`config.mk`:
```
export PLATFORM = sky130hd
export DESIGN_NAME = conv1x1_layer
export DESIGN_NICKNAME = d
export VERILOG_FILES = /design/src/conv1x1_pkg.sv /design/src/chan_accum.sv /design/src/chan_replay.sv /design/src/conv1x1_layer.sv /design/src/pipe_slice.sv /design/src/weight_mac.sv
export VERILOG_INCLUDE_DIRS = /design/src
export SDC_FILE = /design/constraint.sdc
export NUM_CORES = 1
export LEC_CHECK = 0
export BUFFER_PORTS_ARGS = -buffer_cell sky130_fd_sc_hd__buf_4
export CORE_MARGIN = 10
export CORE_UTILIZATION = 58
export DETAILED_ROUTE_END_ITERATION = 10
export PLACE_DENSITY = 0.79
export SLEW_MARGIN = 20
export SYNTH_ARGS = -nofsm -noshare
export SYNTH_HDL_FRONTEND = slang
export SYNTH_SLANG_ARGS = --single-unit
```
`constraint.sdc`:
```
create_clock -name clk -period 8.7 [get_ports clk]
set_input_delay 2.175 -clock clk [delete_from_list [all_inputs] [get_ports clk]]
set_output_delay 2.175 -clock clk [all_outputs]
set_load 0.01 [all_outputs]
```
`src/conv1x1_defs.svh`:
```
`ifndef CONV1X1_DEFS_SVH
`define CONV1X1_DEFS_SVH

//////////////////////////////
// Data widths
//////////////////////////////

// Pixel channel and weight width, signed fixed point
`define CONV_DATA_W 16

// Product, running sum and output width
`define CONV_ACC_W 32

//////////////////////////////
// Channel counts
//////////////////////////////

// Channels carried by each input pixel
`define CONV_CH_IN 4

// Output channels computed per pixel
`define CONV_CH_OUT 3

`endif

```
`src/conv1x1_pkg.sv`:
```
`include "conv1x1_defs.svh"

package conv1x1_pkg;

  // Index widths, never narrower than one bit
  localparam int IC_W  = (`CONV_CH_IN > 1) ? $clog2(`CONV_CH_IN) : 1;
  localparam int OC_W  = (`CONV_CH_OUT > 1) ? $clog2(`CONV_CH_OUT) : 1;
  localparam int N_WGT = `CONV_CH_OUT * `CONV_CH_IN;
  localparam int WA_W  = (N_WGT > 1) ? $clog2(N_WGT) : 1;

  typedef logic [IC_W-1:0] ic_t;
  typedef logic [OC_W-1:0] oc_t;
  typedef logic [WA_W-1:0] waddr_t;

  // One replayed channel, tagged for weight lookup
  typedef struct packed {
    logic signed [`CONV_DATA_W-1:0] data;
    ic_t                            ic;
    oc_t                            oc;
    logic                           last;
  } tap_t;

  // Product on its way to the accumulator
  typedef struct packed {
    logic signed [`CONV_ACC_W-1:0] data;
    oc_t                           oc;
    logic                          last;
  } prod_t;

  // Finished output channel value
  typedef struct packed {
    logic signed [`CONV_ACC_W-1:0] data;
    oc_t                           oc;
  } result_t;

endpackage

```
`src/chan_accum.sv`:
```
`timescale 1ns/1ps
`include "conv1x1_defs.svh"

module chan_accum (
  input  logic                   clk,
  input  logic                   reset,
  input  conv1x1_pkg::prod_t     prod,
  input  logic                   prod_valid,
  output logic                   prod_ready,
  output conv1x1_pkg::result_t   res,
  output logic                   res_valid,
  input  logic                   res_ready
);
  import conv1x1_pkg::*;

  logic signed [`CONV_ACC_W-1:0] acc_q;
  logic signed [`CONV_ACC_W-1:0] acc_next;
  logic                          start_q;
  oc_t                           oc_q;
  logic                          prod_fire;

  // Held result blocks new products until it leaves
  assign prod_ready = !res_valid || res_ready;
  assign prod_fire  = prod_valid && prod_ready;
  // Wrapping sum, no saturation
  assign acc_next   = start_q ? prod.data : acc_q + prod.data;

  always_ff @(posedge clk) begin
    if (reset) begin
      start_q   <= 1'b1;
      res_valid <= 1'b0;
    end else begin
      if (prod_fire) begin
        start_q <= prod.last;
      end
      if (prod_fire && prod.last) begin
        res_valid <= 1'b1;
      end else if (res_ready) begin
        res_valid <= 1'b0;
      end
    end
  end

  // Running sum and result payload
  always_ff @(posedge clk) begin
    if (prod_fire) begin
      acc_q <= acc_next;
      oc_q  <= prod.oc;
      if (prod.last) begin
        res.data <= acc_next;
        res.oc   <= prod.oc;
      end
    end
  end

  // Every product of one sum belongs to the same output channel
  a_oc_steady : assert property (
    @(posedge clk) disable iff (reset)
    (prod_valid && !start_q) |-> (prod.oc == oc_q)
  ) else $error("chan_accum: oc changed within a sum");

endmodule

```
`src/chan_replay.sv`:
```
`timescale 1ns/1ps
`include "conv1x1_defs.svh"

module chan_replay (
  input  logic                    clk,
  input  logic                    reset,
  input  logic [`CONV_DATA_W-1:0] pxl_data,
  input  logic                    pxl_valid,
  output logic                    pxl_ready,
  output conv1x1_pkg::tap_t       tap,
  output logic                    tap_valid,
  input  logic                    tap_ready,
  output logic                    busy
);
  import conv1x1_pkg::*;

  typedef enum logic {
    ST_COLLECT,
    ST_REPLAY
  } state_t;

  state_t                  state_q;
  ic_t                     ic_q;
  oc_t                     oc_q;
  logic [`CONV_DATA_W-1:0] chan_q [`CONV_CH_IN];
  logic                    ic_last;
  logic                    oc_last;
  logic                    pxl_fire;
  logic                    tap_fire;

  assign ic_last  = (ic_q == ic_t'(`CONV_CH_IN - 1));
  assign oc_last  = (oc_q == oc_t'(`CONV_CH_OUT - 1));
  assign pxl_fire = pxl_valid && pxl_ready;
  assign tap_fire = tap_valid && tap_ready;

  assign pxl_ready = (state_q == ST_COLLECT);
  assign tap_valid = (state_q == ST_REPLAY);
  // Partly collected pixel counts as busy too
  assign busy      = (state_q == ST_REPLAY) || (ic_q != '0);

  // Tap walks the stored channels, ic inner
  always_comb begin
    tap.data = chan_q[ic_q];
    tap.ic   = ic_q;
    tap.oc   = oc_q;
    tap.last = ic_last;
  end

  //////////////////////////////
  // Controller
  //////////////////////////////

  always_ff @(posedge clk) begin
    if (reset) begin
      state_q <= ST_COLLECT;
      ic_q    <= '0;
      oc_q    <= '0;
    end else begin
      case (state_q)
        ST_COLLECT: begin
          if (pxl_fire) begin
            if (ic_last) begin
              ic_q    <= '0;
              state_q <= ST_REPLAY;
            end else begin
              ic_q <= ic_q + ic_t'(1);
            end
          end
        end
        ST_REPLAY: begin
          if (tap_fire) begin
            if (ic_last) begin
              ic_q <= '0;
              // Last output channel done, back to collecting
              if (oc_last) begin
                oc_q    <= '0;
                state_q <= ST_COLLECT;
              end else begin
                oc_q <= oc_q + oc_t'(1);
              end
            end else begin
              ic_q <= ic_q + ic_t'(1);
            end
          end
        end
        default: state_q <= ST_COLLECT;
      endcase
    end
  end

  // Channel register file
  always_ff @(posedge clk) begin
    if (pxl_fire) begin
      chan_q[ic_q] <= pxl_data;
    end
  end

endmodule

```
`src/conv1x1_layer.sv`:
```
`timescale 1ns/1ps
`include "conv1x1_defs.svh"

module conv1x1_layer (
  input  logic                    clk,
  input  logic                    reset,
  input  logic [`CONV_DATA_W-1:0] pxl_data,
  input  logic                    pxl_valid,
  output logic                    pxl_ready,
  input  logic [`CONV_DATA_W-1:0] wgt_data,
  input  logic                    wgt_valid,
  output conv1x1_pkg::result_t    out_data,
  output logic                    out_valid,
  input  logic                    out_ready
);
  import conv1x1_pkg::*;

  tap_t    rep_tap;
  logic    rep_valid;
  logic    rep_ready;
  logic    busy;
  tap_t    mac_tap;
  logic    mac_valid;
  logic    mac_ready;
  prod_t   prod;
  logic    prod_valid;
  logic    prod_ready;
  result_t res;
  logic    res_valid;
  logic    res_ready;

  // Loop data, one pixel replayed per output channel
  chan_replay u_replay (
    .clk       (clk),
    .reset     (reset),
    .pxl_data  (pxl_data),
    .pxl_valid (pxl_valid),
    .pxl_ready (pxl_ready),
    .tap       (rep_tap),
    .tap_valid (rep_valid),
    .tap_ready (rep_ready),
    .busy      (busy)
  );

  pipe_slice #(.payload_t(tap_t)) u_tap_slice (
    .clk       (clk),
    .reset     (reset),
    .in_data   (rep_tap),
    .in_valid  (rep_valid),
    .in_ready  (rep_ready),
    .out_data  (mac_tap),
    .out_valid (mac_valid),
    .out_ready (mac_ready)
  );

  weight_mac u_mac (
    .clk        (clk),
    .reset      (reset),
    .wgt_data   (wgt_data),
    .wgt_valid  (wgt_valid),
    .busy       (busy),
    .tap        (mac_tap),
    .tap_valid  (mac_valid),
    .tap_ready  (mac_ready),
    .prod       (prod),
    .prod_valid (prod_valid),
    .prod_ready (prod_ready)
  );

  // Sum over input channels
  chan_accum u_accum (
    .clk        (clk),
    .reset      (reset),
    .prod       (prod),
    .prod_valid (prod_valid),
    .prod_ready (prod_ready),
    .res        (res),
    .res_valid  (res_valid),
    .res_ready  (res_ready)
  );

  pipe_slice #(.payload_t(result_t)) u_out_slice (
    .clk       (clk),
    .reset     (reset),
    .in_data   (res),
    .in_valid  (res_valid),
    .in_ready  (res_ready),
    .out_data  (out_data),
    .out_valid (out_valid),
    .out_ready (out_ready)
  );

endmodule

```
`src/pipe_slice.sv`:
```
`timescale 1ns/1ps

module pipe_slice #(
  parameter type payload_t = logic
) (
  input  logic     clk,
  input  logic     reset,
  input  payload_t in_data,
  input  logic     in_valid,
  output logic     in_ready,
  output payload_t out_data,
  output logic     out_valid,
  input  logic     out_ready
);

  logic in_fire;

  // Free when empty or when the held beat leaves this cycle
  assign in_ready = !out_valid || out_ready;
  assign in_fire  = in_valid && in_ready;

  always_ff @(posedge clk) begin
    if (reset) begin
      out_valid <= 1'b0;
    end else if (in_ready) begin
      out_valid <= in_valid;
    end
  end

  // Payload register, loaded only on a transfer
  always_ff @(posedge clk) begin
    if (in_fire) begin
      out_data <= in_data;
    end
  end

  //////////////////////////////
  // Checks
  //////////////////////////////

  // A stalled beat must be held unchanged into the next cycle
  a_hold_stable : assert property (
    @(posedge clk) disable iff (reset)
    (out_valid && !out_ready) |=> (out_valid && $stable(out_data))
  ) else $error("pipe_slice: out_data changed while stalled");

endmodule

```
`src/weight_mac.sv`:
```
`timescale 1ns/1ps
`include "conv1x1_defs.svh"

module weight_mac (
  input  logic                    clk,
  input  logic                    reset,
  input  logic [`CONV_DATA_W-1:0] wgt_data,
  input  logic                    wgt_valid,
  input  logic                    busy,
  input  conv1x1_pkg::tap_t       tap,
  input  logic                    tap_valid,
  output logic                    tap_ready,
  output conv1x1_pkg::prod_t      prod,
  output logic                    prod_valid,
  input  logic                    prod_ready
);
  import conv1x1_pkg::*;

  logic signed [`CONV_DATA_W-1:0] wgt_q [N_WGT];
  waddr_t                         wr_addr;
  waddr_t                         rd_addr;
  logic signed [`CONV_DATA_W-1:0] wgt_rd;
  logic signed [`CONV_ACC_W-1:0]  mult;
  logic                           tap_fire;

  //////////////////////////////
  // Weight store
  //////////////////////////////

  // Serial load, oc major and ic minor, wraps to zero
  always_ff @(posedge clk) begin
    if (reset) begin
      wr_addr <= '0;
    end else if (wgt_valid) begin
      if (wr_addr == waddr_t'(N_WGT - 1)) begin
        wr_addr <= '0;
      end else begin
        wr_addr <= wr_addr + waddr_t'(1);
      end
    end
  end

  always_ff @(posedge clk) begin
    if (wgt_valid) begin
      wgt_q[wr_addr] <= wgt_data;
    end
  end

  //////////////////////////////
  // Multiply stage
  //////////////////////////////

  assign rd_addr = waddr_t'(tap.oc) * waddr_t'(`CONV_CH_IN) + waddr_t'(tap.ic);
  assign wgt_rd  = wgt_q[rd_addr];
  // Both operands signed, so the product sign-extends to full width
  assign mult    = tap.data * wgt_rd;

  assign tap_ready = !prod_valid || prod_ready;
  assign tap_fire  = tap_valid && tap_ready;

  always_ff @(posedge clk) begin
    if (reset) begin
      prod_valid <= 1'b0;
    end else if (tap_ready) begin
      prod_valid <= tap_valid;
    end
  end

  always_ff @(posedge clk) begin
    if (tap_fire) begin
      prod.data <= mult;
      prod.oc   <= tap.oc;
      prod.last <= tap.last;
    end
  end

  // Weights may only be rewritten while the replay side is idle
  a_wgt_idle : assert property (
    @(posedge clk) disable iff (reset)
    busy |-> !wgt_valid
  ) else $error("weight_mac: weight write while layer busy");

endmodule
```
After elaboration in Yosys (flattened, before gate mapping). Memories as Yosys holds them, arrays and structs flattened. A register that Yosys moved wholly into a read port is not among the register bits. Index checks and enable logic that the tools add are counted.

Bits of input ports: 37. Logic and storage cells: 71. Memory bits (writable): 256. Memories kept: 2. Bits in registers: 154.

$add $sub $neg: 5. Bitwise operators: 1. Multipliers: 1. Muxes and demuxes: 19. Reductions and logical operators: 18. Equal/unequal tests: 5.

Memories: u_mac.wgt_q (depth 12, bits a word 16, read ports 1, clocked after memory_dff 0, write ports 1, line weight_mac.sv:19) `` logic signed [`CONV_DATA_W-1:0] wgt_q [N_WGT]; ``; u_replay.chan_q (depth 4, bits a word 16, read ports 1, clocked after memory_dff 1, write ports 1, line chan_replay.sv:25) `` logic [`CONV_DATA_W-1:0] chan_q [`CONV_CH_IN]; ``.

Operators by type and width (number): adder 32 bit (1); multiplier 16 x 16 -> 32 bit (1); 2-to-1 mux 32 bit (1); 2-to-1 mux 1 bit (11); 2-to-1 mux 2 bit (4); logical AND 1 bit (6); adder 2 x 1 -> 2 bit, second input constant (2); adder 4 x 1 -> 4 bit, second input constant (1); adder 4 x 2 -> 4 bit (1); equality test 2 bit, second input constant (2); equality test 4 bit, second input constant (1); logical NOT 1 bit (4); logical OR 1 bit (4); 2-to-1 mux 4 bit (1); != test 2 bit, second input constant (2); case mux 2 bit (2 select lines) (1); AND reduction 2 bit (2); AND reduction 3 bit (1); case mux 1 bit (2 select lines) (1); nonzero test 2 bit (1); NOT 1 bit (1).

Depth between registers and ports, before layout.
Depth in word-level cells: 8. Mapped depth: 28.

By module. Synthesis repeated with hierarchy kept, for this count alone.

Cell total of the unflattened synthesis: 2031. Area, all modules: 27081.0 sq um.

By module, submodules not included: weight_mac (times used 1, cells each 1470, area each 18540.3 sq um); chan_accum (times used 1, cells each 375, area each 4070.2 sq um); chan_replay (times used 1, cells each 121, area each 2708.8 sq um); pipe_slice (u_out_slice) (times used 1, cells each 39, area each 1076.0 sq um); pipe_slice (u_tap_slice) (times used 1, cells each 26, area each 685.7 sq um).

Least setup slack after synthesis. OpenSTA, ideal clock, no wires.

Path type: register -> register. Start: reg u_tap_slice.out_data[3] (netlist name). End: reg u_mac.prod[30] (netlist name). Clock period less this slack: 7.456 ns. Data required time: 8.441 ns. Path buffers: 3. Slack: 1.244 ns. Cell stages (with the launch flop): 27. Arrival: 7.197 ns. Path through: edfxtp_1 -> buf_2 -> buf_4 -> mux4_2 -> nand2_1 -> o21ai_0 -> clkbuf_1 -> nand2_1 -> inv_1 -> fa_1 -> fa_1 -> inv_1 -> fa_1 -> fa_1 -> inv_1 -> fa_1 -> inv_1 -> fa_1 -> inv_1 -> ha_1 -> a21oi_1 -> nand2_1 -> a21o_1 -> or4_1 -> a31o_2 -> a21oi_1 -> xnor2_1.

Cells in the longest elaborated chain, start to end: 3.

RTL lines: from (decl) (line pipe_slice.sv:11) `output payload_t out_data,`; from (signal assigned) (line pipe_slice.sv:33) `out_data <= in_data;`; adder 4 x 2 -> 4 bit (line weight_mac.sv:53) `` assign rd_addr = waddr_t'(tap.oc) * waddr_t'(`CONV_CH_IN) + waddr_t'(tap.ic); ``; memory read (12 x 16 bit); multiplier 16 x 16 -> 32 bit (line weight_mac.sv:56) `assign mult = tap.data * wgt_rd;`; named net u_mac.mult[27] (line weight_mac.sv:23) `` logic signed [`CONV_ACC_W-1:0] mult; ``.

The timed path passes the listed nets, and every way through them passes these cells. A chain may end at the register's enable or synchronous reset.

Worst setup path after layout.
Start: reg u_tap_slice.out_data[1] (netlist name). End: reg u_mac.prod[34] (netlist name).

Cells in the longest elaborated chain, start to end: 3.

RTL lines (line): adder 4 x 2 -> 4 bit (weight_mac.sv:53); memory read (12 x 16 bit); multiplier 16 x 16 -> 32 bit (weight_mac.sv:56); named net u_mac.mult[31] (weight_mac.sv:23).

The timed path passes the listed nets, and every way through them passes these cells.

==> reports/metrics.yaml <==
postRouteAntennaNets: 0
cts_hold_buf: 0
synthDistinctLibCells: 62
initial_utilization_pct: 58.9
grt-ovfl-total: 0
clock_latency_ns: 0.60
cts_tree: "built"
layout_commonest_cell: "edfxtp_1"
gp_congestion: 0.870
syn_nets: 2471
die_h_um: 235
grt_usage_pct: 20.2
synth-warning-count: 0
timing.fmax_mhz: 122
synth-main-ff-cell: "edfxtp_1"
setup_tns_ns: 0
worstReg2RegEnd: "u_mac.prod[34]$_DFFE_PP_"
io_pins: 73
maxSlewViolCount: 0
reg2reg_slack_ns: 0.52
rows: 78
clkTransAtPathRegs_ns: 0.06
hold_class: "reg -> reg"
endpoint_kind: "flop"
drv_cap: 0
n_antenna_cell: 0
core_area_um2: 45600
crit_top_cell: "fa_1"
critPathKind: "reg -> reg"
finalCritPeriodShare_pct: 94.0
area_growth_pct: 10.1
vdd_drop_max_uv: 223
slowest_delay_ns: 0.79
critPathLaunchType: "flop"
rsz0062_at_grt: "no"
skew_ns: 0.0332
leakage_nw: 11.9
synth_area_um2: 26900
synthSimpleGateAreaFrac_pct: 9.43
reg2regPathDepth: 24
crit_fanout: 15
grt_pass1_wl_um: 90500
synth_edf_count: 412
final_cell_mix: "edfxtp_1 (412), inv_1 (328), fa_1 (263), nand2_1 (169), ha_1 (121)"
hpwl_um: 39300
grt_pass1_vias: 17200
drive_gt1_share_pct: 11.8
dr.pass1.iters: 5
worst-endpoint-required_ns: 9.01
pre_cts_slack_ns: 0.332
grt_max_degree: 61
fill_cells: 3207
fin_ws_ns: 0.525
cts.path.max_buffers: 3
total_power_mw: 7.42
pwr_density_cell_nw_per_um2: 251
setup-violations-final: 0
path_cells: "buf_4, mux4_2, mux2i_1, o21ai_1, buf_4, nand2_1, fa_1, inv_1, fa_1, fa_1, fa_1, fa_1, inv_1, fa_1, inv_1, ha_1, a21oi_1, o21ai_0, a22oi_1, nand2_1, o41ai_1, o311ai_0, a21oi_1, xnor2_1"
outcome: "completed"
htree_levels: 2
crit_path_start: "u_tap_slice.out_data[1]$_DFFE_PP_"
syn_avg_cell_area_um2: 13.1
worstPathArrival_ns: 8.48
synth_top_family_by_area: "adder cells"
vias: 15800
cts_made_buffers: 44
drt-initial-drc-count: 1488
via_per_inst: 5.72
clockRootBuffer: "clkbuf_16"
syn_inst: 2050
cts.sinks: 426
die-area_um2: 55300
crit_end: "u_mac.prod[34]$_DFFE_PP_"
die_x_um: 235
ys_ff_latch: 426
synth-compound-area-share_pct: 4.82
postSynth.asyncResetShare_pct: 0
cts_resized: 0
synthAdderAreaFrac_pct: 25.2
io_buffers: 72
wire_per_inst_um: 19.8
route.detailed.drc: 0
timing_hold_violations_final: 0
period_minus_slack_ns: 8.18
antenna_found_initial: 0
r2r-start: "u_tap_slice.out_data[1]$_DFFE_PP_"
cp_slowest_cell: "o21ai_1"
postRouteWirelength_um: 54800
synthMuxAreaShare_pct: 6.28
fin_nets: 2558
holdWs_ns: 0.417
worstMarginPinSlew_ns: 1.13
postCtsSetupBuffers: 0
maxSlewHeadroom_pct: 24.7
synthXorXnorAreaFrac_pct: 1.66
seq_area_frac_synth_pct: 47.1
-- area by class of cell --
cell class	instances	area (um2)	share of cell area (%)
tap	600	751	2.54
clock inverter	23	223	0.753
multi-input combinational	1237	12800	43.2
inverter	329	1230	4.18
clock buffer	55	1170	3.96
timing repair buffer	99	756	2.56
sequential	426	12700	42.8
-- logic make-up (layout without fill, tap and decap cells) --
family / Yosys count / count (layout)
compound gates: 210 / 210
flops: 426 / 426
xor+xnor: 51 / 51
mux: 88 / 88
simple gates: 504 / 504
buf+inv: 387 / 506
fa+ha+maj: 384 / 384
-- critical path: cells and delay by family (launching register included) --
kind | cells | cell delay (ns)
xor+xnor | 1 | 0.10
flops | 1 | 0.62
simple gates | 2 | 0.23
mux | 2 | 0.32
fa+ha+maj | 7 | 3.39
buf+inv | 5 | 0.79
compound gates | 7 | 2.43
-- layer usage --
metal,vias to the layer above,GRT usage (%),part of all wire [%]
li1,7122,-,-
met2,606,33.6,49
met4,0,6.18,2.4
met5,-,0,0
met1,7986,26.6,42
met3,113,3.68,6.6
-- stage by stage --
step                      util, %  cells  instance area [um2]
after floorplan                 -   2050                26900
after global placement       61.8   2691                28200
after detailed placement     61.8   2691                28200
after CTS                    64.9   2769                29600
after global routing         64.9   2769                29600
final                        64.9   2769                29600
-- where the power goes --
group | switching [mW] | internal [mW]
sequential | 0.0168 | 2.45
combinational | 1.79 | 1.36
clock | 0.782 | 1.03
-- flip-flops by register name, indices dropped and copies added, names as in the netlist --
name and flops:
u_tap_slice.out_valid 1, u_accum.res 34, u_mac.prod 35, u_accum.res_valid 1
u_accum.acc_q 32, u_accum.start_q 1, u_replay.tap_valid 1, u_tap_slice.out_data 21
u_replay.oc_q 2, u_replay.chan_q 64, u_mac.prod_valid 1, u_out_slice.out_data 34
u_replay.ic_q 2, u_out_slice.out_valid 1, u_mac.wr_addr 4, u_mac.wgt_q 192
-- cells in the mapped netlist (4+ instances only) --
library cell	count	area share [%]
and2_1	63	1.5
o21ai_1	5	0.093
fa_1	263	20
and3_1	13	0.30
o21a_1	10	0.28
nor3_1	19	0.35
o211ai_1	6	0.17
o21ai_0	60	1.1
mux4_2	64	5.4
clkbuf_1	43	0.60
a31oi_1	7	0.16
mux2i_1	21	0.78
ha_1	121	5.6
nor2_1	80	1.1
nor3b_1	4	0.11
xor2_1	18	0.59
o21bai_1	7	0.20
a21o_1	11	0.31
or3_1	5	0.12
nor2b_1	89	2.1
nor4b_1	4	0.13
inv_1	328	4.6
buf_1	6	0.084
dfxtp_1	14	1.0
nand2_1	169	2.4
nand2b_1	24	0.56
a21oi_1	58	1.1
edfxtp_1	412	46
nand3_1	9	0.17
nand4_1	8	0.19
buf_2	8	0.15
a211oi_1	13	0.36
xnor2_1	33	1.1
or2_2	8	0.19
o31ai_1	8	0.22
-- how the worst min path moves through the flow --
stage | from | cells past startpoint | to
floorplan | u_mac.prod[1]$_DFFE_PP_ | 0 | u_accum.res[0]$_DFFE_PP_
global placement | u_accum.res[24]$_DFFE_PP_ | 0 | u_out_slice.out_data[24]$_DFFE_PP_
detailed placement | u_accum.res[30]$_DFFE_PP_ | 0 | u_out_slice.out_data[30]$_DFFE_PP_
CTS | u_accum.res[20]$_DFFE_PP_ | 0 | u_out_slice.out_data[20]$_DFFE_PP_
global route | u_accum.res[1]$_DFFE_PP_ | 0 | u_out_slice.out_data[1]$_DFFE_PP_
finish | u_accum.res[31]$_DFFE_PP_ | 0 | u_out_slice.out_data[31]$_DFFE_PP_
Power figures use the tool's default switching activity.
